--- src/logic/icache_consts.svh ---
/*
 * instruction cache build constants
 *   address and fetch word widths
 *   line size in bytes and number of lines
 *   cacheable region bounds
 */

`ifndef ICACHE_CONSTS_SVH
`define ICACHE_CONSTS_SVH

// ********************
// widths
// ********************
`define IC_ADDR_W 32 // physical fetch address
`define IC_WORD_W 32 // one instruction word

// ********************
// geometry
// ********************
`define IC_LINE_BYTES 16 // four words per line
`define IC_NUM_LINES  64 // direct mapped, one line per index

// cacheable window, everything else goes straight to memory
`define IC_CACHEABLE_BASE  32'h8000_0000
`define IC_CACHEABLE_LIMIT 32'hFFFF_FFFF

`endif

--- src/logic/icache_pkg.sv ---
/*
 * fetch side and cache internal types
 *   derived field widths of a fetch address
 *   address, tag, index, offset, word and line types
 *   tag store entry and controller states
 */

`include "icache_consts.svh"

package icache_pkg;

  localparam int IC_OFFSET_W = $clog2(`IC_LINE_BYTES); // byte within line
  localparam int IC_INDEX_W  = $clog2(`IC_NUM_LINES);  // line select
  localparam int IC_TAG_W    = `IC_ADDR_W - IC_INDEX_W - IC_OFFSET_W;

  typedef logic [`IC_ADDR_W-1:0]       ic_addr_t;
  typedef logic [IC_INDEX_W-1:0]       ic_index_t;
  typedef logic [IC_OFFSET_W-1:0]      ic_offset_t;
  typedef logic [IC_TAG_W-1:0]         ic_tag_t;
  typedef logic [`IC_WORD_W-1:0]       ic_word_t;
  typedef logic [`IC_LINE_BYTES*8-1:0] ic_line_t;

  // one tag store word, valid on top
  typedef struct packed {
    logic    valid;
    ic_tag_t tag;
  } ic_tag_entry_t;

  typedef enum logic [2:0] {
    IDLE,          // accept a fetch
    TAG_COMPARE,   // stores read, check the tag
    WAIT_MEM_ACK,  // refill request held until ack
    WAIT_MEM_DATA, // waiting for the line to come back
    ALLOCATE       // turnaround after a line write
  } ic_state_t;

endpackage

--- src/logic/icache_ctrl.sv ---
/*
 * cache controller FSM
 *   fetch accept with speculative store read
 *   tag compare, miss pulse, refill handshake
 *   return of the word and line allocation
 */

module icache_ctrl
  import icache_pkg::*;
(
  input  logic clk_i,
  input  logic rst_ni,
  input  logic fetch_req_i,
  output logic fetch_ready_o,
  output logic fetch_valid_o,
  input  logic bypass_next_i,  // incoming fetch is non-cacheable
  input  logic bypass_i,       // fetch in flight is non-cacheable
  input  logic hit_i,
  output logic mem_req_o,
  input  logic mem_ack_i,
  input  logic mem_rtrn_vld_i,
  output logic capture_o,      // latch the fetch address
  output logic rd_en_o,        // read both stores
  output logic wr_en_o,        // write both stores and set valid
  output logic from_refill_o,  // word comes from the memory line
  output logic miss_o          // perf counter pulse
);

  ic_state_t state_q, state_d;
  logic      accept_en; // this cycle may take a new fetch

  // ********************
  // next state
  // ********************
  always_comb begin
    state_d       = state_q;
    accept_en     = 1'b0;
    fetch_ready_o = 1'b0;
    fetch_valid_o = 1'b0;
    mem_req_o     = 1'b0;
    capture_o     = 1'b0;
    rd_en_o       = 1'b0;
    wr_en_o       = 1'b0;
    from_refill_o = 1'b0;
    miss_o        = 1'b0;

    case (state_q)
      IDLE: begin
        accept_en = 1'b1;
      end

      TAG_COMPARE: begin
        if (hit_i) begin
          fetch_valid_o = 1'b1; // word from the data store
          accept_en     = 1'b1; // back to back hits
        end else begin
          miss_o    = 1'b1;
          mem_req_o = 1'b1;
          state_d   = mem_ack_i ? WAIT_MEM_DATA : WAIT_MEM_ACK;
        end
      end

      WAIT_MEM_ACK: begin
        mem_req_o = 1'b1; // hold until taken
        if (mem_ack_i) state_d = WAIT_MEM_DATA;
      end

      WAIT_MEM_DATA: begin
        if (mem_rtrn_vld_i) begin
          fetch_valid_o = 1'b1;
          from_refill_o = 1'b1;
          if (bypass_i) begin
            accept_en = 1'b1; // nothing to allocate
          end else begin
            wr_en_o = 1'b1;   // line is only on the port this cycle
            state_d = ALLOCATE;
          end
        end
      end

      ALLOCATE: begin
        state_d = IDLE; // store port was busy writing, resume next cycle
      end

      default: begin
        state_d = IDLE;
      end
    endcase

    // ********************
    // accept a new fetch
    // ********************
    if (accept_en) begin
      fetch_ready_o = 1'b1;
      state_d       = IDLE;
      if (fetch_req_i) begin
        capture_o = 1'b1;
        if (bypass_next_i) begin
          mem_req_o = 1'b1; // skip the tag check entirely
          state_d   = mem_ack_i ? WAIT_MEM_DATA : WAIT_MEM_ACK;
        end else begin
          rd_en_o = 1'b1;   // speculative tag and data read
          state_d = TAG_COMPARE;
        end
      end
    end
  end

  always_ff @(posedge clk_i) begin
    if (!rst_ni) begin
      state_q <= IDLE;
    end else begin
      state_q <= state_d;
    end
  end

endmodule

--- config.mk ---
export PLATFORM = sky130hd
export DESIGN_NAME = icache_ctrl
export DESIGN_NICKNAME = d
export VERILOG_FILES = /design/src/logic/icache_pkg.sv /design/src/logic/icache_ctrl.sv
export VERILOG_INCLUDE_DIRS = /design/src /design/src/logic
export SDC_FILE = /design/constraint.sdc
export NUM_CORES = 1
export LEC_CHECK = 0
export ABC_AREA = 1
export BUFFER_PORTS_ARGS = -buffer_cell sky130_fd_sc_hd__buf_2
export CORE_AREA = 2 2 39 41
export DETAILED_ROUTE_END_ITERATION = 8
export DIE_AREA = 0 0 41 43
export SYNTH_ARGS = -nofsm -noshare
export SYNTH_HDL_FRONTEND = slang
export SYNTH_SLANG_ARGS = --single-unit
export TNS_END_PERCENT = 5
--- constraint.sdc ---
create_clock -name clk_i -period 1.6 [get_ports clk_i]
set_clock_uncertainty 0.1 [all_clocks]
set_input_delay 0.24 -clock clk_i [delete_from_list [all_inputs] [get_ports clk_i]]
set_output_delay 0.24 -clock clk_i [all_outputs]
set_load 0.02 [all_outputs]
==> impl_metrics.env <==
export IMPL_cts_inserted_buffers=3
export IMPL_synthDistinctLibCells=16
export IMPL_netlist_instances=59
export IMPL_fin_tns_setup_ps=-46.3
export IMPL_hold_class="input port to flip-flop"
export IMPL_num_antenna_cells=0
export IMPL_drive_gt1_frac=0.439
export IMPL_io_buffers=15
export IMPL_drv_slew=0
export IMPL_pre_cts_slack_ps=93.8
export IMPL_max_freq_mhz=607
export IMPL_vias=416
export IMPL_coreArea_um2=1380
export IMPL_start_util=0.236
export IMPL_slew_headroom=0.873
export IMPL_grt_first_pass_wirelength_um=1210
export IMPL_pin_count=16
export IMPL_cts_buffer_depth=2
export IMPL_cp_arrival_ps=1310
export IMPL_grt_pass1_vias=340
export IMPL_final_cell_mix="nand2_1 (13), buf_2 (13), inv_1 (12)"
export IMPL_tightest_slew_ps=190
export IMPL_yosysWarnings=0
export IMPL_drt_iter0_drc=0
export IMPL_maxCapViolations=0
export IMPL_clk_latency_ps=230
export IMPL_die_x_um=41
export IMPL_run_status="finished with violations"
export IMPL_path_max_fanout=4
export IMPL_final_setup_viol_count=1
export IMPL_rsz0062_at_grt="true"
export IMPL_first_pass_iters=1
export IMPL_grt_max_degree=6
export IMPL_drt_total_wl_um=747
export IMPL_timing_final_crit_share=1.03
export IMPL_required_ps=1260
export IMPL_synth_area_um2=327
export IMPL_grt_use_total=0.0981
export IMPL_irDropWorstVdd_mv=0.465
export IMPL_cp_start_kind="flip-flop"
export IMPL_setup_slack_ps=-46.3
export IMPL_wl_per_cell_um=7.62
export IMPL_violations="setup timing"
export IMPL_hpwlAfterDp_um=634
export IMPL_top_regs="state_q: 3 flops"
export IMPL_leakage_nw=0.309
export IMPL_die_area_um2=1760
export IMPL_power_density_nw_per_um2=905
export IMPL_cts_tree="done"
export IMPL_power_mw=0.468
export IMPL_critPathKind="flip-flop to output pin"
export IMPL_path_clk_slew_ps=40
export IMPL_antenna_found_initial=0
export IMPL_area_growth_pct=58.2
export IMPL_die_h_um=43
export IMPL_overflow=0
export IMPL_routabilityCongestion=0.711
export IMPL_fp_row_count=14
export IMPL_synthesis_nets=67
export IMPL_place_area_um2=432
export IMPL_yosysSeqAreaShare=0.184
export IMPL_crit_path_end_kind="output pin"
export IMPL_hold_viol=0
export IMPL_largest_register="state_q"
export IMPL_avgSynthCellArea_um2=5.53
export IMPL_via_per_inst=4.24
export IMPL_nets=91
export IMPL_cts_num_sinks=3
export IMPL_htree_levels=1
export IMPL_fin_crit_ps=1650
export IMPL_root_buffer="clkbuf_4"
export IMPL_synth_seq_cells=3
export IMPL_ant_nets=0
export IMPL_largest_reg_flops=3
export IMPL_fillers=162
export IMPL_design_area_um2=517
export IMPL_drc=0
## stage by stage
step	std cells	util	hold slack, ps
final	98	0.373	157
after global routing	98	0.373	158
after CTS	98	0.354	154
after detailed placement	91	0.312	402
after global placement	91	0.312	396
after floorplan	59	-	276
## path summary, 6_finish.rpt
path                   start          to  slack, ps  cells after the start
hold reg to reg   state_q[0]  state_q[2]        560                      3
hold / removal        rst_ni  state_q[1]        160                      3
setup / recovery  state_q[0]     rd_en_o        -50                      8
setup reg to reg  state_q[0]  state_q[1]        300                      8
## where the power goes
| group | internal (mW) | leakage, nW | switching (mW) |
|---|---|---|---|
| Clock | 0.0934 | 0.0150 | 0.0378 |
| Sequential | 0.0876 | 0.0261 | 0.0110 |
| Combinational | 0.101 | 0.268 | 0.137 |
## critical path, cell delays in order, from the launching register on
cell and delay, ps:
dfxtp_2 350, nand2_2 70, nor2_4 110, nand2_4 70, nand2_4 70, nand2_2 50
or2_1 190, inv_1 60, buf_6 110
## synthesized netlist by cell type
library cell / n / share of area
nand2_4: 1 / 0.034
buf_2: 1 / 0.015
a21oi_1: 1 / 0.015
nand4_1: 2 / 0.038
o211ai_2: 1 / 0.038
a21boi_0: 1 / 0.023
or2_1: 1 / 0.019
inv_1: 14 / 0.16
nor3_1: 2 / 0.031
nor2_1: 8 / 0.092
nand3_1: 6 / 0.092
nand2_1: 13 / 0.15
nor2_4: 1 / 0.034
dfxtp_1: 3 / 0.18
o21ai_0: 1 / 0.015
nand2_2: 3 / 0.057
## layout make-up
cell class | instances | area [µm²] | share of cell area
Timing Repair Buffer | 20 | 121 | 0.235
Sequential cell | 3 | 66.3 | 0.128
Tap cell | 16 | 20.0 | 0.0387
Inverter | 14 | 52.6 | 0.102
Clock buffer | 4 | 26.3 | 0.0508
Multi-Input combinational cell | 41 | 230 | 0.446
## what timing repair did
item	4_1_cts	5_1_grt
resized for setup	8	6
endpoints found under the hold margin	0	0
setup endpoints to repair	3	5
setup buffers	3	0
hold buffers	0	0
pin swaps	3	1
## routing by layer
metal  track usage  wire (µm)  vias to the layer above
met3        0.0314         26                        0
met4        0.0400          0                        0
li1              -          -                      226
met1         0.105        315                      186
met2         0.166        406                        4
met5             0          0                        -
## cells by family (layout without fill, tap and decap cells)
| family | after synthesis | after routing | share of synthesized area |
|---|---|---|---|
| AO/OA/AOI/OAI | 4 | 4 | 0.0919 |
| AND/OR/NAND/NOR | 37 | 37 | 0.548 |
| flip-flops | 3 | 3 | 0.184 |
| buffers and inverters | 15 | 38 | 0.176 |
Power figures use the tool's default switching activity.
