**config.mk**
```make
export PLATFORM = sky130hd
export DESIGN_NAME = icache_hit_unit
export DESIGN_NICKNAME = d
export VERILOG_FILES = /design/src/logic/icache_mem_pkg.sv /design/src/logic/icache_pkg.sv /design/src/logic/icache_hit_unit.sv
export VERILOG_INCLUDE_DIRS = /design/src /design/src/logic
export SDC_FILE = /design/constraint.sdc
export NUM_CORES = 1
export LEC_CHECK = 0
export CAP_MARGIN = 25
export CELL_PAD_IN_SITES_DETAIL_PLACEMENT = 0
export CELL_PAD_IN_SITES_GLOBAL_PLACEMENT = 2
export CORE_ASPECT_RATIO = 0.5
export CORE_MARGIN = 4
export CORE_UTILIZATION = 39
export CTS_CLUSTER_DIAMETER = 50
export CTS_CLUSTER_SIZE = 28
export DETAILED_ROUTE_END_ITERATION = 7
export DONT_BUFFER_PORTS = 1
export GPL_TIMING_DRIVEN = 0
export MAX_ROUTING_LAYER = met4
export PLACE_DENSITY_LB_ADDON = 0.1
export SKIP_CTS_REPAIR_TIMING = 1
export SYNTH_ARGS = -nofsm -noshare
export SYNTH_HDL_FRONTEND = slang
export SYNTH_SLANG_ARGS = --single-unit
```
**constraint.sdc**
```tcl
create_clock -name clk_i -period 4.25 [get_ports clk_i]
set_input_delay 0.85 -clock clk_i [delete_from_list [all_inputs] [get_ports clk_i]]
set_output_delay 0.85 -clock clk_i [all_outputs]
set_load 0.02 [all_outputs]
```
**src/logic/icache_consts.svh**
```systemverilog
/*
 * instruction cache build constants
 *   address and fetch word widths
 *   line size in bytes and number of lines
 *   cacheable region bounds
 */

`ifndef ICACHE_CONSTS_SVH
`define ICACHE_CONSTS_SVH

// ********************
// widths
// ********************
`define IC_ADDR_W 32 // physical fetch address
`define IC_WORD_W 32 // one instruction word

// ********************
// geometry
// ********************
`define IC_LINE_BYTES 16 // four words per line
`define IC_NUM_LINES  64 // direct mapped, one line per index

// cacheable window, everything else goes straight to memory
`define IC_CACHEABLE_BASE  32'h8000_0000
`define IC_CACHEABLE_LIMIT 32'hFFFF_FFFF

`endif

```
**src/logic/icache_mem_pkg.sv**
```systemverilog
/*
 * refill memory port types
 *   refill request address
 *   returned line
 */

`include "icache_consts.svh"

package icache_mem_pkg;

  // ********************
  // request side
  // ********************
  // word aligned when non-cacheable, line aligned otherwise
  typedef logic [`IC_ADDR_W-1:0] mem_paddr_t;

  // ********************
  // return side
  // ********************
  // always a full line, requested word sits at its own offset
  typedef logic [`IC_LINE_BYTES*8-1:0] mem_line_t;

endpackage

```
**src/logic/icache_pkg.sv**
```systemverilog
/*
 * fetch side and cache internal types
 *   derived field widths of a fetch address
 *   address, tag, index, offset, word and line types
 *   tag store entry and controller states
 */

`include "icache_consts.svh"

package icache_pkg;

  localparam int IC_OFFSET_W = $clog2(`IC_LINE_BYTES); // byte within line
  localparam int IC_INDEX_W  = $clog2(`IC_NUM_LINES);  // line select
  localparam int IC_TAG_W    = `IC_ADDR_W - IC_INDEX_W - IC_OFFSET_W;

  typedef logic [`IC_ADDR_W-1:0]       ic_addr_t;
  typedef logic [IC_INDEX_W-1:0]       ic_index_t;
  typedef logic [IC_OFFSET_W-1:0]      ic_offset_t;
  typedef logic [IC_TAG_W-1:0]         ic_tag_t;
  typedef logic [`IC_WORD_W-1:0]       ic_word_t;
  typedef logic [`IC_LINE_BYTES*8-1:0] ic_line_t;

  // one tag store word, valid on top
  typedef struct packed {
    logic    valid;
    ic_tag_t tag;
  } ic_tag_entry_t;

  typedef enum logic [2:0] {
    IDLE,          // accept a fetch
    TAG_COMPARE,   // stores read, check the tag
    WAIT_MEM_ACK,  // refill request held until ack
    WAIT_MEM_DATA, // waiting for the line to come back
    ALLOCATE       // turnaround after a line write
  } ic_state_t;

endpackage

```
**src/logic/icache_hit_unit.sv**
```systemverilog
/*
 * hit detection and word select
 *   per line valid bits, cleared by reset
 *   tag compare against the request
 *   word pick from stored or refill line
 */

`include "icache_consts.svh"

module icache_hit_unit
  import icache_pkg::*;
  import icache_mem_pkg::*;
(
  input  logic          clk_i,
  input  logic          rst_ni,
  input  ic_tag_entry_t tag_entry_i,   // tag store read data
  input  ic_tag_t       req_tag_i,
  input  ic_offset_t    req_offset_i,
  input  ic_line_t      store_line_i,  // data store read data
  input  mem_line_t     rtrn_line_i,   // line from memory
  input  logic          from_refill_i, // pick the returned line
  input  logic          alloc_i,       // line written this cycle
  input  ic_index_t     idx_i,
  output logic          hit_o,
  output ic_word_t      word_o
);

  localparam int BYTE_SEL_W = $clog2(`IC_WORD_W/8);   // byte bits inside a word
  localparam int WORD_SEL_W = IC_OFFSET_W - BYTE_SEL_W;

  logic [`IC_NUM_LINES-1:0] valid_q;  // one bit per line
  logic                     vld_rd_q; // read like the stores, one cycle behind
  logic [WORD_SEL_W-1:0]    wsel;
  ic_line_t                 line_sel;

  always_ff @(posedge clk_i) begin
    if (!rst_ni) begin
      valid_q  <= '0; // invalidates the cache without a sweep
      vld_rd_q <= 1'b0;
    end else begin
      if (alloc_i) valid_q[idx_i] <= 1'b1;
      vld_rd_q <= valid_q[idx_i];
    end
  end

  assign hit_o = vld_rd_q & tag_entry_i.valid & (tag_entry_i.tag == req_tag_i);

  // ********************
  // word select
  // ********************
  assign wsel     = req_offset_i[IC_OFFSET_W-1:BYTE_SEL_W];
  assign line_sel = from_refill_i ? rtrn_line_i : store_line_i;
  assign word_o   = line_sel[wsel*`IC_WORD_W +: `IC_WORD_W];

endmodule

```
==> key figures <==
Placement
  – Pre-CTS setup slack: 753 ps
  – IO buf count: 0
  – Area post-placement: 5190 um2
  – RD Place Congestion: 1.17
  – DP HPWL: 20200 um

Power and ir drop
  – Pwr dens: 318 nW/um2
  – Leak: 1.77 nW
  – Worst vdd ir: 0.267 mV
  – Total power: 1.76 mW

STA
  – Slew Viols, Final: 0
  – Final Skew: 6.25 ps
  – Setup Viol. Count Final: 0
  – PnR worst setup slack: 778 ps
  – Min Tclk post-route: 3470 ps
  – Tcrit/Tclk final: between 80 and 90%
  – RSZ-0062 raised after global routing: false
  – Worst slew pin tran: between 800 and 900 ps
  – Fin Setup TNS: 0 ps
  – Slew margin rel.: 43.9%
  – Max Fclk: 288 MHz
  – Fin. Hold Viols: 0

Finish
  – Fillers: ~1200
  – Area delta synth->final: 11.3%
  – Most common cell after layout, fill and taps aside: mux4_2
  – Share of cells above drive strength 1: 30.2%
  – Fin nets: 774
  – Final instance area: 5540 um2
  – Commonest cells after routing, fill and taps aside: mux4_2, dfxtp_1, nor2_1

Die
  – Row cnt: 28
  – Die height: 87.9 um
  – CORE AREA: 12100 um2
  – Starting Density: 41.1%
  – I/O pins: between 300 and 400
  – Die W: 168 um
  – Die ar.: 14700 um2

Synthesis
  – Register area share after synthesis: around a quarter
  – Asr flop ratio synth: 0%
  – YS warnings: 0
  – Mapped Cells: 446
  – Netlist cell types: between 40 and 50
  – Syn nets: between 700 and 800
  – Syn Std Cell Area: 4980 um2
  – #FFs+latches synth: 65
  – Syn avg cell area: 11.2 um2
  – Post-synth EDFFs: 0
  – Primary FF master, synth: dfxtp_1

CTS
  – Clock Root Buffer: clkbuf_16
  – Max Buffers Root-to-Sink: 2
  – Total CTS buffers: 9
  – CTS tree: done
  – Clock Latency Late Sink: 340 ps
  – CTS HTree Levels: 3
  – Clk slew on worst S/H paths: 60 ps
  – Clock sinks: 65

Global routing
  – GRT Util Overall: 31.5%
  – Global route total overflow: 0
  – First-pass GRT wire length: 32200 um
  – Antenna violations before repair: 16
  – Largest net degree at the start of global routing: 13
  – Number of global-route vias before repair: 4278

Drt
  – DR iter-0 viols: 470
  – Via density: about 6.7
  – Remaining antenna violation count: 0
  – Via count: 4319
  – WL final: 23400 um
  – Routed len/inst: 36.3 um
  – Remaining DRCs: 0
  – Drt pass-1 iters: 7

Setup path
  – Critical path type: in2out
  – Worst endpoint required time: 3400 ps
  – FF-to-FF setup slack: 2510 ps
  – Worst path most repeated cell: clkbuf_1
  – CP max stage cell: clkbuf_1
  – Reg2reg end: vld_rd_q
  – CP Max Fanout: 10
  – Worst Setup Start Kind: input pin
  – Buf+Inv Stages, Crit Path: 2
  – CP Data Arrival Time: 2620 ps
  – Delay-heaviest family, CP: buffers and inverters
  – CP peak stage delay: approximately 570 ps
  – Crit-path cells: clkbuf_1 -> clkbuf_1 -> mux4_2 -> mux2_2
  – R2R cell count: 5
  – CP Capture Type: output pin
  – Worst reg2reg startpoint: valid_q[14]

Min path
  – WHS Endpoint: valid_q[6]
  – Hold path cells: 1
  – Beginning of the worst hold path: valid_q[6]
  – Hold Path Class: reg2reg

Status
  – Outcome: complete, no violations

Flow run
  – Total of max-cap violations: 0
## where the power goes
group / leakage (nW) / switching [mW] / internal, mW
Combinational: 1.10 / 0.210 / 0.180
Sequential: 0.524 / 0.00264 / 0.615
Clock: 0.143 / 0.280 / 0.474
Total: 1.77 / 0.492 / 1.27
## registers in the layout (all words and copies together), names as in the netlist
register  count
valid_q      64
vld_rd_q      1
## stage by stage
stage | hold slack [ps] | std cells | util (%)
2_1_floorplan | 432 | 446 | -
3_3_place_gp | 442 | 611 | 42.8
3_5_place_dp | 452 | 613 | 42.8
4_1_cts | 465 | 629 | 45.4
5_1_grt | 486 | 638 | 45.5
6_report | 462 | 645 | 45.7
## synthesized netlist by cell type (all sizes together) (2+ instances only)
cell	n	area share [%]
mux4	75	34
dfxtp	65	26
nor2	38	2.9
nor2b	36	4.5
o21a	33	5.0
mux2	32	7.2
a21oi	31	3.1
clkbuf	25	1.9
buf	16	1.9
xnor2	16	2.8
nand2	9	0.68
nand3	9	0.91
nand4	6	0.75
nor3	6	0.60
xor2	6	1.1
and3	4	0.50
mux2i	4	0.80
a221oi	3	0.65
a31oi	3	0.38
inv	3	0.23
nand3b	3	0.45
a221o	2	0.40
nand2b	2	0.25
nor3b	2	0.30
nor4	2	0.25
o21ai	2	0.20
## layer usage
metal / GRT usage, % / wire [um]
met1: 44.9 / 10400
met2: 43.0 / 10100
met3: 12.6 / 2730
met4: 3.76 / 218
met5: - / 0
## final cells by class
type                       count  area, um2  area share, %
clock inverter                 5       62.6           1.13
sequential                    65       1300           23.5
buffer                        41        188           3.39
inverter                       4       15.0          0.271
antenna                       16       40.0          0.723
timing repair buffer           2       10.0          0.181
clock buffer                  11        243           4.38
tap                          165        206           3.73
multi-input combinational    336       3470           62.7
## worst max path at each step
| stage | from | slack (ps) | end | depth (start not counted) |
|---|---|---|---|---|
| 3_5_place_dp | req_offset_i[2] | 750 | word_o[16] | 4 |
| 2_1_floorplan | req_tag_i[9] | 1150 | hit_o | 4 |
| 6_report | req_offset_i[2] | 780 | word_o[16] | 4 |
| 5_1_grt | req_offset_i[2] | 690 | word_o[16] | 4 |
| 3_3_place_gp | req_tag_i[9] | 720 | hit_o | 4 |
| 4_1_cts | req_offset_i[2] | 750 | word_o[16] | 4 |
## cells by family (layout without fill, tap and decap cells)
logic type	count (synthesis)	after routing	share of synthesized area [%]
AND/OR/NAND/NOR	121	121	12.7
multiplexers	111	111	42.0
AO/OA/AOI/OAI	82	82	11.2
flip-flops	65	65	26.2
buffers and inverters	45	63	4.07
XOR/XNOR	22	22	3.87
other	0	16	0
(Power assumes the default switching activity.)
