--- config.mk ---
export PLATFORM = sky130hd
export DESIGN_NAME = icache_addr_unit
export DESIGN_NICKNAME = d
export VERILOG_FILES = /design/src/logic/icache_mem_pkg.sv /design/src/logic/icache_pkg.sv /design/src/logic/icache_addr_unit.sv
export VERILOG_INCLUDE_DIRS = /design/src /design/src/logic
export SDC_FILE = /design/constraint.sdc
export NUM_CORES = 1
export LEC_CHECK = 0
export ABC_AREA = 1
export BUFFER_PORTS_ARGS = -buffer_cell sky130_fd_sc_hd__buf_2
export CORE_UTILIZATION = 38
export DETAILED_ROUTE_END_ITERATION = 7
export GPL_TIMING_DRIVEN = 0
export PLACE_DENSITY = 0.75
export SETUP_SLACK_MARGIN = 0.05
export SYNTH_ARGS = -nofsm -noshare
export SYNTH_HDL_FRONTEND = slang
export SYNTH_SLANG_ARGS = --single-unit
--- constraint.sdc ---
create_clock -name clk_i -period 0.8 [get_ports clk_i]
set_input_delay 0.12 -clock clk_i [delete_from_list [all_inputs] [get_ports clk_i]]
set_output_delay 0.12 -clock clk_i [all_outputs]
set_load 0.05 [all_outputs]
--- src/logic/icache_consts.svh ---
/*
 * instruction cache build constants
 *   address and fetch word widths
 *   line size in bytes and number of lines
 *   cacheable region bounds
 */

`ifndef ICACHE_CONSTS_SVH
`define ICACHE_CONSTS_SVH

// ********************
// widths
// ********************
`define IC_ADDR_W 32 // physical fetch address
`define IC_WORD_W 32 // one instruction word

// ********************
// geometry
// ********************
`define IC_LINE_BYTES 16 // four words per line
`define IC_NUM_LINES  64 // direct mapped, one line per index

// cacheable window, everything else goes straight to memory
`define IC_CACHEABLE_BASE  32'h8000_0000
`define IC_CACHEABLE_LIMIT 32'hFFFF_FFFF

`endif

--- src/logic/icache_mem_pkg.sv ---
/*
 * refill memory port types
 *   refill request address
 *   returned line
 */

`include "icache_consts.svh"

package icache_mem_pkg;

  // ********************
  // request side
  // ********************
  // word aligned when non-cacheable, line aligned otherwise
  typedef logic [`IC_ADDR_W-1:0] mem_paddr_t;

  // ********************
  // return side
  // ********************
  // always a full line, requested word sits at its own offset
  typedef logic [`IC_LINE_BYTES*8-1:0] mem_line_t;

endpackage

--- src/logic/icache_pkg.sv ---
/*
 * fetch side and cache internal types
 *   derived field widths of a fetch address
 *   address, tag, index, offset, word and line types
 *   tag store entry and controller states
 */

`include "icache_consts.svh"

package icache_pkg;

  localparam int IC_OFFSET_W = $clog2(`IC_LINE_BYTES); // byte within line
  localparam int IC_INDEX_W  = $clog2(`IC_NUM_LINES);  // line select
  localparam int IC_TAG_W    = `IC_ADDR_W - IC_INDEX_W - IC_OFFSET_W;

  typedef logic [`IC_ADDR_W-1:0]       ic_addr_t;
  typedef logic [IC_INDEX_W-1:0]       ic_index_t;
  typedef logic [IC_OFFSET_W-1:0]      ic_offset_t;
  typedef logic [IC_TAG_W-1:0]         ic_tag_t;
  typedef logic [`IC_WORD_W-1:0]       ic_word_t;
  typedef logic [`IC_LINE_BYTES*8-1:0] ic_line_t;

  // one tag store word, valid on top
  typedef struct packed {
    logic    valid;
    ic_tag_t tag;
  } ic_tag_entry_t;

  typedef enum logic [2:0] {
    IDLE,          // accept a fetch
    TAG_COMPARE,   // stores read, check the tag
    WAIT_MEM_ACK,  // refill request held until ack
    WAIT_MEM_DATA, // waiting for the line to come back
    ALLOCATE       // turnaround after a line write
  } ic_state_t;

endpackage

--- src/logic/icache_addr_unit.sv ---
/*
 * fetch address handling
 *   request address and bypass flag registers
 *   cacheable region decode with enable
 *   index, tag, offset and aligned refill address
 */

`include "icache_consts.svh"

module icache_addr_unit
  import icache_pkg::*;
  import icache_mem_pkg::*;
(
  input  logic       clk_i,
  input  logic       rst_ni,
  input  logic       capture_i,     // request accepted this cycle
  input  ic_addr_t   fetch_addr_i,
  input  logic       en_i,          // cache enable
  output ic_index_t  idx_o,         // store address
  output ic_tag_t    req_tag_o,     // tag of the request in flight
  output ic_offset_t req_offset_o,
  output logic       bypass_o,      // registered bypass flag
  output logic       bypass_next_o, // bypass decision for the incoming address
  output mem_paddr_t mem_paddr_o,
  output logic       mem_nc_o
);

  ic_addr_t addr_q;   // request address, payload only
  ic_addr_t addr_cur; // incoming while capturing, registered otherwise
  logic     bypass_q;
  logic     in_region;

  // ********************
  // region decode
  // ********************
  assign in_region = (fetch_addr_i >= `IC_CACHEABLE_BASE) &&
                     (fetch_addr_i <= `IC_CACHEABLE_LIMIT);
  assign bypass_next_o = ~en_i | ~in_region; // disabled cache bypasses everything

  always_ff @(posedge clk_i) begin
    if (capture_i) addr_q <= fetch_addr_i;
  end

  always_ff @(posedge clk_i) begin
    if (!rst_ni) begin
      bypass_q <= 1'b0;
    end else if (capture_i) begin
      bypass_q <= bypass_next_o;
    end
  end

  // speculative store read needs the new index in the accept cycle
  assign addr_cur     = capture_i ? fetch_addr_i : addr_q;
  assign idx_o        = addr_cur[IC_OFFSET_W +: IC_INDEX_W];
  assign req_tag_o    = addr_q[`IC_ADDR_W-1 -: IC_TAG_W];
  assign req_offset_o = addr_q[IC_OFFSET_W-1:0];
  assign bypass_o     = bypass_q;

  // ********************
  // refill address
  // ********************
  assign mem_nc_o    = capture_i ? bypass_next_o : bypass_q; // bypass request may start at accept
  assign mem_paddr_o = mem_nc_o ? {addr_cur[`IC_ADDR_W-1:2], 2'b00}                  // word
                                : {addr_cur[`IC_ADDR_W-1:IC_OFFSET_W], {IC_OFFSET_W{1'b0}}}; // line

endmodule

==> reports/results.md <==
| Group | Item | This run |
|---|---|---|
| outcome | Run status | complete, but fails checks |
| outcome | Violations in the final reports | setup timing |
| synthesis | Top-area cell type share of the netlist area | 39.2% |
| power | Sequential share of power | 30.5% |
| timing | Final Max Slew Viols | 0 |
| floorplan | Initial core utilization | 39.6% |
| power | Standby leakage power | 1.70 nW |
| timing | Final hold violation count | 0 |
| timing | Final clock skew | 0 ns |
| cts | Number of sinks driven by the clock tree | 33 |
| synthesis | Mapped Cells | 209 |
| synthesis | Area of the mapped netlist | 1580 µm² |
| timing | Final period utilization | 151% |
| timing | Final worst slack | -0.409 ns |
| timing | Total negative slack | -16.95 ns |
| floorplan | Number of core rows | 23 |
| run | Reported max-cap violation count | 0 |
| final layout | Diodes inserted | 0 |
| final layout | Fin area | 3290 µm² |
| synthesis | Sequential fraction of the synthesis area | 43.0% |
| worst hold path | Class of the worst hold path | in -> reg |
| power | Switching power total | 2.41 mW |
| timing | Unrepaired setup endpoints after global routing | yes |
| floorplan | Ports placed on the boundary | 103 |
| synthesis | Ranking of synthesized cells by area | dfxtp_1 (39%), buf_4 (29%), nand2_1 (22%) |
| setup path | Reg-to-Reg End | addr_q[4] |
| power | Combinational fraction of design power | 49.5% |
| setup path | Startpoint of the worst-slack reg-to-reg timing path | addr_q[4] |
| setup path | Arrival @ worst endpoint | 1.09 ns |
| setup path | Critical path class | reg -> out |
| grt | Total overflow reported by the global router | 0 |
| grt | Number of global-route vias before repair | 1599 |
| synthesis | Cell variety after synth | 10 |
| placement | Weighted congestion at the end of routability-driven global placement | 0.760 |
| final layout | Finished Core Util | 82.2% |
| floorplan | Die outline height | 66.5 µm |
| grt | First-pass GRT wire length | 7130 µm |
| final layout | Commonest cells after routing, fill and taps aside | nand2_1 (61), buf_8 (60), buf_6 (59) |
| worst hold path | Cell count of the worst hold path | 1 |
| setup path | Critical Path Sink Type | output port |
| synthesis | Post-Syn Area per Cell | 7.57 µm² |
| setup path | Kind of launch point of the worst setup path | flip-flop |
| synthesis | Warning count from the yosys run | 0 |
| cts | Clock transition at the registers of the reported paths | 0.07 ns |
| power | Areal power density over the cells | 1940 nW/µm² |
| cts | Clock tree root buffer cell | clkbuf_8 |
| power | Switching portion of total power | 37.8% |
| timing | Timing-limited maximum frequency | 0.827 GHz |
| cts | Clock network latency to the later pin of the worst-skew pair | 0.28 ns |
| cts | Max clock buf depth | 2 |
| final layout | Layout overhead on the synthesized area | 108% |
| drt | Post-detailed-route wirelength per cell | 13.5 µm |
| floorplan | Floorplan die area | 4430 µm² |
| setup path | Highest net fanout along the worst path | 4 |
| drt | Length of the first detailed-routing pass in iterations | 4 |
| final layout | Number of nets in the finished design | 357 |
| drt | Vias/cell | 4.34 |
| grt | Number of antenna violations at the first check in global routing | 0 |
| placement | Count of port buffers added during placement | 100 |
| power | Largest vdd supply drop | 0.00151 V |
| floorplan | Standard cell core area | 4000 µm² |
| power | Internal Dissipation | 3.97 mW |
| placement | Instance area at placement | 2260 µm² |
| cts | Number of H-tree branching levels | 2 |
| grt | Pin count of the biggest net entering global routing | 11 |
| synthesis | Register bit total from synthesis | 33 |
| drt | Routed via count | 1615 |
| cts | CTS tree | done |
| drt | Final antenna-violating net count | 0 |
| drt | Total DRC errors in the routed layout | 0 |
| timing | Number of failing setup endpoints in the final timing report | 64 |
| cts | Total clock buffers created by CTS | 5 |
| setup path | Worst-case reg-to-reg path depth | 3 |
| final layout | Post-route non-filler standard cell count | 372 |
| drt | Total Wirelength | 5030 µm |
| grt | Overall fraction of global-route tracks in use | 22.7% |
| floorplan | Chip Width | 66.5 µm |
| drt | Number of DRC markers after the initial detailed-route iteration | 35 |
| setup path | Critical Path Source | bypass_o |
| final layout | Most common cell after layout, fill and taps aside | nand2_1 |
| worst hold path | Hold Path Sink | addr_q[1] |
| placement | Hpwl dp | 2460 µm |
| synthesis | Cell accounting for the most synthesized area | dfxtp_1 |
| timing | Smallest hold slack | 0.0149 ns |
| placement | Placed instance count | 360 |
| power | Part of the total power dissipated in the clock network | 20.1% |
| setup path | Setup slack, reg-to-reg | 0.10 ns |
| worst hold path | Hold Crit Start | fetch_addr_i[1] |
| timing | Final period demand of the worst path | 1.21 ns |
| final layout | Fraction of layout cells with a size suffix above 1 | 75.8% |
| setup path | Critical path required time | 0.68 ns |
## stage by stage
step | power [mW] | worst slack (ns)
floorplan | 3.71 | -0.223
global placement | 4.09 | -0.417
detailed placement | 4.11 | -0.427
CTS | 6.26 | -0.410
global route | 6.65 | -0.478
finish | 6.38 | -0.409
## critical path, cell delays in order (launching register included)
cell and delay (ns):
dfxtp_4 0.35, inv_2 0.06, nand2_4 0.06, nand2_8 0.08, clkinvlp_4 0.10, buf_8 0.15
## timing repair
item	in CTS	in global routing
cloned	0	0
hold buffers	0	1
buffers inserted	5	14
endpoints found under the setup margin	64	65
pin swaps	8	9
hold endpoints to repair	0	1
gates resized for setup	253	50
## synthesized netlist by cell type
cell type,number
buf_2,6
buf_4,62
conb_1,1
dfxtp_1,31
edfxtp_1,2
inv_1,9
inv_2,1
nand2_1,93
nand3_1,1
nor2_1,3
## layer usage
| layer | track usage (%) | wire length, µm | share of wire, % | vias up |
|---|---|---|---|---|
| li1 | - | - | - | 780 |
| met1 | 19.4 | 1640 | 33 | 761 |
| met2 | 45.3 | 3040 | 60 | 61 |
| met3 | 7.53 | 198 | 3.9 | 13 |
| met4 | 11.2 | 157 | 3.1 | 0 |
| met5 | 0 | 0 | 0 | - |
## registers in the layout, indices dropped and copies added, names as in the netlist
name,count
bypass_o,1
addr_q,32
## cell families (layout without fill, tap and decap cells)
kind of cell	count (synthesis)	count (layout)	share of synthesized area [%]
other cells	1	2	0.237
simple gates	97	97	23.1
flops	33	33	43.0
buf+inv	78	190	33.7
## power groups by stage
stage                     clock network (mW)  logic (mW)  registers (mW)
after floorplan                            0        1.80            1.91
after global placement                     0        2.18            1.91
after detailed placement                   0        2.19            1.91
after CTS                               1.31        3.02            1.92
after global routing                    1.41        3.28            1.96
final                                   1.28        3.16            1.94
## area by class of cell
class / instances / area [µm²]
sequential: 33 / 719
fill: 229 / 713
tap: 50 / 62.6
multi-input combinational: 99 / 502
clock inverter: 2 / 8.76
buffer: 55 / 584
timing repair buffer: 117 / 1290
clock buffer: 6 / 82.6
inverter: 10 / 41.3
## worst max-delay path by stage
stage,end,slack (ns)
CTS,mem_nc_o,-0.41
detailed placement,mem_paddr_o[31],-0.43
floorplan,mem_paddr_o[2],-0.22
global route,mem_paddr_o[3],-0.48
finish,mem_nc_o,-0.41
global placement,mem_paddr_o[28],-0.42
Note: power is estimated with default switching activity, not from simulation.
