`src/logic/icache_consts.svh`:
```
/*
 * instruction cache build constants
 *   address and fetch word widths
 *   line size in bytes and number of lines
 *   cacheable region bounds
 */

`ifndef ICACHE_CONSTS_SVH
`define ICACHE_CONSTS_SVH

// ********************
// widths
// ********************
`define IC_ADDR_W 32 // physical fetch address
`define IC_WORD_W 32 // one instruction word

// ********************
// geometry
// ********************
`define IC_LINE_BYTES 16 // four words per line
`define IC_NUM_LINES  64 // direct mapped, one line per index

// cacheable window, everything else goes straight to memory
`define IC_CACHEABLE_BASE  32'h8000_0000
`define IC_CACHEABLE_LIMIT 32'hFFFF_FFFF

`endif

```
`src/logic/icache_pkg.sv`:
```
/*
 * fetch side and cache internal types
 *   derived field widths of a fetch address
 *   address, tag, index, offset, word and line types
 *   tag store entry and controller states
 */

`include "icache_consts.svh"

package icache_pkg;

  localparam int IC_OFFSET_W = $clog2(`IC_LINE_BYTES); // byte within line
  localparam int IC_INDEX_W  = $clog2(`IC_NUM_LINES);  // line select
  localparam int IC_TAG_W    = `IC_ADDR_W - IC_INDEX_W - IC_OFFSET_W;

  typedef logic [`IC_ADDR_W-1:0]       ic_addr_t;
  typedef logic [IC_INDEX_W-1:0]       ic_index_t;
  typedef logic [IC_OFFSET_W-1:0]      ic_offset_t;
  typedef logic [IC_TAG_W-1:0]         ic_tag_t;
  typedef logic [`IC_WORD_W-1:0]       ic_word_t;
  typedef logic [`IC_LINE_BYTES*8-1:0] ic_line_t;

  // one tag store word, valid on top
  typedef struct packed {
    logic    valid;
    ic_tag_t tag;
  } ic_tag_entry_t;

  typedef enum logic [2:0] {
    IDLE,          // accept a fetch
    TAG_COMPARE,   // stores read, check the tag
    WAIT_MEM_ACK,  // refill request held until ack
    WAIT_MEM_DATA, // waiting for the line to come back
    ALLOCATE       // turnaround after a line write
  } ic_state_t;

endpackage

```
`src/logic/icache_store.sv`:
```
/*
 * single port synchronous RAM
 *   entry type given as a parameter
 *   one cycle read latency, whole-entry writes
 */

`include "icache_consts.svh"

module icache_store
  import icache_pkg::*;
#(
  parameter type entry_t = logic,           // tag entry or full line
  parameter int  DEPTH   = `IC_NUM_LINES
) (
  input  logic      clk_i,
  input  logic      en_i,    // port enable
  input  logic      we_i,    // write when enabled, read otherwise
  input  ic_index_t addr_i,
  input  entry_t    wdata_i,
  output entry_t    rdata_o
);

  entry_t mem_q [DEPTH]; // storage array, contents undefined after reset
  entry_t rdata_q;       // read port register

  always_ff @(posedge clk_i) begin
    if (en_i) begin
      if (we_i) begin
        mem_q[addr_i] <= wdata_i; // whole entry, no byte enables
      end else begin
        rdata_q <= mem_q[addr_i];
      end
    end
  end

  // read data holds until the next enabled read
  assign rdata_o = rdata_q;

endmodule

```
`config.mk`:
```
export PLATFORM = sky130hd
export DESIGN_NAME = icache_store
export DESIGN_NICKNAME = d
export VERILOG_FILES = /design/src/logic/icache_pkg.sv /design/src/logic/icache_store.sv
export VERILOG_INCLUDE_DIRS = /design/src /design/src/logic
export SDC_FILE = /design/constraint.sdc
export NUM_CORES = 1
export LEC_CHECK = 0
export BUFFER_PORTS_ARGS = -buffer_cell sky130_fd_sc_hd__buf_2
export CAP_MARGIN = 20
export CORE_ASPECT_RATIO = 1.5
export CORE_MARGIN = 2
export CORE_UTILIZATION = 60
export CTS_BUF_LIST = sky130_fd_sc_hd__clkbuf_16
export DETAILED_ROUTE_END_ITERATION = 10
export GPL_TIMING_DRIVEN = 0
export PLACE_DENSITY = 0.8
export SLEW_MARGIN = 20
export SYNTH_ARGS = -nofsm -noshare
export SYNTH_HDL_FRONTEND = slang
export SYNTH_SLANG_ARGS = --single-unit
```
`constraint.sdc`:
```
create_clock -name clk_i -period 2.19 [get_ports clk_i]
set_input_delay 0.438 -clock clk_i [delete_from_list [all_inputs] [get_ports clk_i]]
set_output_delay 0.438 -clock clk_i [all_outputs]
set_load 0.02 [all_outputs]
```
==> impl_results.md, run 1 <==
* Maximum clock path buffer count at 2
* FF-to-FF End: rdata_o
* Nets at 267
* Fmax at 530 MHz
* Min Tclk post-route at 1.89 ns
* Die Wd at 61.5 µm
* Max-slew violations at 0
* DP Worst Slack at -0.00548 ns
* TritonRoute pass-1 iters at 4
* DRC viols at 0
* Post-Place Cells at 312
* Die height at 90.3 µm
* Worst-skew pair later-pin latency at 0.33 ns
* Hold endpoint: rdata_o
* Hold path depth at 2
* Worst reg2reg setup slack at 0.40 ns
* Setup CP Type: input port to register
* Startpoint Class: input port
* Starting density of the core at 61.9%
* Initial antenna violation count at 0
* Grt ovf at 0
* Largest net degree at the start of global routing at 65
* Post-synthesis register bit count at 65
* CTS Buf Count at 9
* Drt via density at 5.95
* Yosys cell types at 39
* Clock slew at reported path FFs at 0.05 ns
* R2r startpoint: mem_q[11]
* First-pass GRT wire length at 9.62 mm
* Row Count at 31
* Post-synthesis cell area at 2980 µm²
* Worst Path Required at 2.21 ns
* Syn avg cell area at 12.4 µm²
* Boundary Pins at 11
* Mapped Cells at 241
* Net Switching at 573 µW
* Wire length per cell at 18.6 µm
* Peak supply drop at 0.000672 V
* Crit-path max FO at 10
* Core Util, Final at 70.0%
* Max-cap violations at 0
* Post-route cell area at 3370 µm²
* Power share of the clock group at 46.2%
* Power Total at 2.86 mW
* Post-CTS Resized at 0
* Area after DPL at 3090 µm²
* Final worst-path cycle share at 86.2%
* Setup tns final at 0 ns
* Leak pwr at 1.10 nW
* Sequential area share after synthesis at 65.5%
* Fin cells at 328
* PortBufs at 5
* Clk sink count at 65
* Worst reg-to-reg path cell count at 5
* Hold slack at 0.422 ns
* Sw Share at 20.0%
* Initial DRC count at 89
* Hold Vio Cnt, Final at 0
* Fin worst setup slack at 0.302 ns
* Post-cts hold buffer count at 0
* Detailed Route WL at 6.10 mm
* CTS root buf: clkbuf_16
* Worst Hold Launch: we_i
* N_diodes at 0
* Share of cells above drive strength 1 at 13.7%
* Cell Pwr Density at 850 nW/µm²
* CTS tree: done
* GP Congestion at 0.832
* Layout area overhead at 13.0%
* Die area at 5560 µm²
* Vias in the first global route at 1967
* Synthesized Nets at 251
* Commonest non-fill, non-tap cell in the layout: nor2_1
* DRT antenna net count at 0
* Setup crit end kind: register
* P_int at 2.29 mW
* Status: finished clean
* # setup viols final at 0
* Hold crit path type: input port to register
* Arr. time, crit path at 1.91 ns
* Post-CTS Setup Bufs at 0
* Commonest non-fill, non-tap cells in the layout: nor2_1 (71), edfxtp_1 (65), nand2_1 (18), buf_2 (13), clkbuf_16 (9)
* CTS H-tree lvls at 3
* RSZ-0062 raised after global routing: false
* Final clock skew at 0.00446 ns
* Via count at 1952
* Yosys warning count at 0
* Hpwl dp at 3.75 mm
* Max-Slew Margin vs Limit at 36.2%
* Gr usage total at 24.9%
* Sequential share of power at 48.2%
* Core box area at 4810 µm²
* Slew @ Worst Pin at 0.958 ns
* Combinational share of power at 5.6%
==> worst max path at each step <==
stage,startpoint,endpoint,cells after the start
2_1_floorplan,addr_i[2],rdata_o,6
3_3_place_gp,addr_i[0],mem_q[60],5
3_5_place_dp,addr_i[1],mem_q[55],6
4_1_cts,addr_i[1],mem_q[55],6
5_1_grt,addr_i[1],mem_q[7],6
6_report,addr_i[1],mem_q[55],6
==> logic make-up (layout without fill, tap and decap cells) <==
kind of cell / after synthesis / count (layout) / share of synthesized area [%]
flops: 65 / 65 / 65.5
compound gates: 26 / 26 / 6.30
simple gates: 118 / 118 / 17.6
buf+inv: 16 / 37 / 2.73
mux: 16 / 16 / 7.81
==> flip-flops by register name (all words and copies together) (netlist names) <==
name / cells
rdata_o: 1
mem_q: 64
==> area by class of cell <==
| class | instances | area (µm²) |
|---|---|---|
| fill | 371 | 1440 |
| multi-input combinational | 160 | 946 |
| sequential | 65 | 1950 |
| clock inverter | 7 | 53.8 |
| inverter | 1 | 3.75 |
| clock buffer | 9 | 225 |
| tap | 66 | 82.6 |
| buffer | 15 | 77.6 |
| timing repair buffer | 5 | 25.0 |
==> power groups by stage <==
stage | Combinational (mW) | Clock [mW] | Sequential, mW
5_1_grt | 0.173 | 1.40 | 1.38
2_1_floorplan | 0.102 | 0 | 1.40
4_1_cts | 0.159 | 1.33 | 1.38
3_5_place_dp | 0.157 | 0 | 1.40
6_report | 0.159 | 1.32 | 1.38
3_3_place_gp | 0.155 | 0 | 1.40
==> metal layers <==
metal  vias to the layer above  global-route usage (%)  part of all wire (%)
met4                         0                    12.8                   2.8
met5                         -                       0                     0
li1                        918                       -                     -
met2                        65                    38.8                    51
met3                        14                    5.30                   5.4
met1                       955                    32.1                    41
==> synthesized netlist by cell type <==
master / n / area share, %
a211oi_1: 2 / 0.50
a21boi_0: 1 / 0.25
a21oi_1: 4 / 0.67
a221oi_1: 2 / 0.59
a22o_1: 2 / 0.59
a22oi_1: 3 / 0.76
a2bb2oi_1: 3 / 0.88
a31oi_1: 4 / 0.84
a32oi_1: 2 / 0.59
and2_0: 1 / 0.21
and3_1: 3 / 0.63
buf_2: 8 / 1.3
buf_4: 1 / 0.25
buf_6: 1 / 0.38
clkbuf_1: 5 / 0.63
edfxtp_1: 65 / 66
inv_1: 1 / 0.13
mux2_2: 5 / 1.9
mux2_4: 1 / 0.50
mux2i_1: 6 / 2.0
mux4_1: 3 / 2.6
mux4_2: 1 / 0.76
nand2_1: 18 / 2.3
nand2_2: 1 / 0.21
nand3_1: 4 / 0.67
nand3b_1: 4 / 1.0
nand4_1: 1 / 0.21
nor2_1: 71 / 8.9
nor2b_1: 7 / 1.5
nor3_1: 2 / 0.34
nor3b_1: 1 / 0.25
nor4_1: 1 / 0.21
nor4_2: 1 / 0.42
nor4b_1: 1 / 0.29
o21ai_0: 1 / 0.17
o21bai_1: 1 / 0.25
o22ai_1: 1 / 0.21
or3_1: 1 / 0.21
or3b_2: 1 / 0.29
==> critical path: stages <==
cell and delay [ns]:
buf_6 0.09, buf_2 0.26, buf_2 0.30, and3_1 0.25
nand2_1 0.32, nor2_1 0.24
(Power assumes the default switching activity.)
==> inputs of run 2 (changes only) <==
--- a/config.mk
+++ b/config.mk
@@ -14,6 +14,7 @@
 export CTS_BUF_LIST = sky130_fd_sc_hd__clkbuf_16
 export DETAILED_ROUTE_END_ITERATION = 10
 export GPL_TIMING_DRIVEN = 0
+export MAX_ROUTING_LAYER = met4
 export PLACE_DENSITY = 0.8
 export SLEW_MARGIN = 20
 export SYNTH_ARGS = -nofsm -noshare
==> run 2 against run 1 <==
Effect of this change:
- final cell count did not move
- sequential share of layout area did not move
- wire length rose by 0.74%
- non-clock buffer count did not move
- count of clock-buffer cells in the layout did not move
- utilization did not move
- total power barely moved
- maximum frequency fell by 1.0%
- sequential cell count did not move
- global-route usage rose by 0.67 points
- largest cell class unchanged
- largest power group unchanged
==> impl_results.md, run 2 (same netlist as run 1, synthesis figures left out) <==
* Status: finished clean
* Min Tclk post-route at 1.91 ns
* Fin cells at 328
* N_diodes at 0
* Via count at 1955
* CTS H-tree lvls at 3
* Hold crit path type: input port to register
* Worst Path Required at 2.21 ns
* Setup tns final at 0 ns
* Core box area at 4810 µm²
* Gr usage total at 25.6%
* PortBufs at 5
* Leak pwr at 1.10 nW
* Final worst-path cycle share at 87.1%
* Boundary Pins at 11
* Wire length per cell at 18.7 µm
* Commonest non-fill, non-tap cell in the layout: nor2_1
* Fmax at 524 MHz
* Peak supply drop at 0.000672 V
* First-pass GRT wire length at 9.62 mm
* CTS root buf: clkbuf_16
* Sw Share at 20.1%
* Layout area overhead at 13.0%
* Initial antenna violation count at 0
* Clk sink count at 65
* Grt ovf at 0
* Hpwl dp at 3.75 mm
* DP Worst Slack at -0.00548 ns
* Max-Slew Margin vs Limit at 35.7%
* RSZ-0062 raised after global routing: false
* P_int at 2.29 mW
* Net Switching at 574 µW
* Die height at 90.3 µm
* Max reg flops at 64
* Setup CP Type: input port to register
* CTS Buf Count at 9
* DRC viols at 0
* TritonRoute pass-1 iters at 4
* Max-slew violations at 0
* Die area at 5560 µm²
* Max-cap violations at 0
* Commonest non-fill, non-tap cells in the layout: nor2_1 (71), edfxtp_1 (65), nand2_1 (18), buf_2 (13), clkbuf_16 (9)
* Setup crit end kind: register
* Sequential share of power at 48.2%
* Worst-skew pair later-pin latency at 0.33 ns
* Post-cts hold buffer count at 0
* Clock slew at reported path FFs at 0.05 ns
* Share of cells above drive strength 1 at 13.7%
* Die Wd at 61.5 µm
* Post-CTS Resized at 0
* Vias in the first global route at 1962
* Largest net degree at the start of global routing at 65
* # setup viols final at 0
* Maximum clock path buffer count at 2
* Core Util, Final at 70.0%
* Crit-path max FO at 10
* DRT antenna net count at 0
* Startpoint Class: input port
* GP Congestion at 0.845
* Power share of the clock group at 46.2%
* Post-CTS Setup Bufs at 0
* Initial DRC count at 96
* Fin worst setup slack at 0.283 ns
* Drt via density at 5.96
* Top reg by flops: mem_q
* Row Count at 31
* Combinational share of power at 5.6%
* Power Total at 2.86 mW
* CTS tree: done
* Final clock skew at 0.00364 ns
* Nets at 267
* Slew @ Worst Pin at 0.964 ns
* Post-Place Cells at 312
* Hold Vio Cnt, Final at 0
* Cell Pwr Density at 850 nW/µm²
* Arr. time, crit path at 1.93 ns
* Detailed Route WL at 6.14 mm
* Starting density of the core at 61.9%
==> run 2: cell counts in the layout (fill, tap and decap cells not counted) <==
Identical to the previous run, type by type.
==> run 2: power groups by stage <==
stage	logic, mW	clock network, mW	registers (mW)
6_report	0.160	1.32	1.38
5_1_grt	0.173	1.40	1.38
4_1_cts	0.159	1.33	1.38
3_5_place_dp	0.157	0	1.40
3_3_place_gp	0.155	0	1.40
2_1_floorplan	0.102	0	1.40
==> run 2: final timing paths <==
| check | from | to | slack, ns | cells after the start |
|---|---|---|---|---|
| max | addr_i[1] | mem_q[55] | 0.28 | 6 |
| min | we_i | rdata_o | 0.42 | 2 |
| max reg2reg | mem_q[11] | rdata_o | 0.39 | 5 |
| min reg2reg | mem_q[53] | rdata_o | 0.78 | 4 |
==> run 2: critical path, cell delays in order <==
cell and delay (ns):
buf_6 0.10, buf_2 0.27, buf_2 0.31, and3_1 0.25
nand2_1 0.32, nor2_1 0.24
==> run 2: final cells by class <==
type	count	area [µm²]
clock inverters	7	53.8
plain buffers	15	77.6
flip-flops and latches	65	1950
fillers	371	1440
inverters	1	3.75
multi-input cells	160	946
repair buffers	5	25.0
well taps	66	82.6
clock buffers	9	225
==> run 2: per-layer routing <==
metal | wire [µm] | GRT usage [%] | up-vias
li1 | - | - | 917
met1 | 2550 | 32.1 | 960
met2 | 3150 | 38.8 | 65
met3 | 309 | 5.30 | 13
met4 | 134 | 12.8 | 0
met5 | 0 | - | -
==> run 2: through the flow <==
| stage | area [µm²] | hold WS, ns |
|---|---|---|
| after floorplan | 2980 | 0.537 |
| after global placement | 3090 | 0.723 |
| after detailed placement | 3090 | 0.738 |
| after CTS | 3370 | 0.420 |
| after global routing | 3370 | 0.423 |
| final | 3370 | 0.424 |
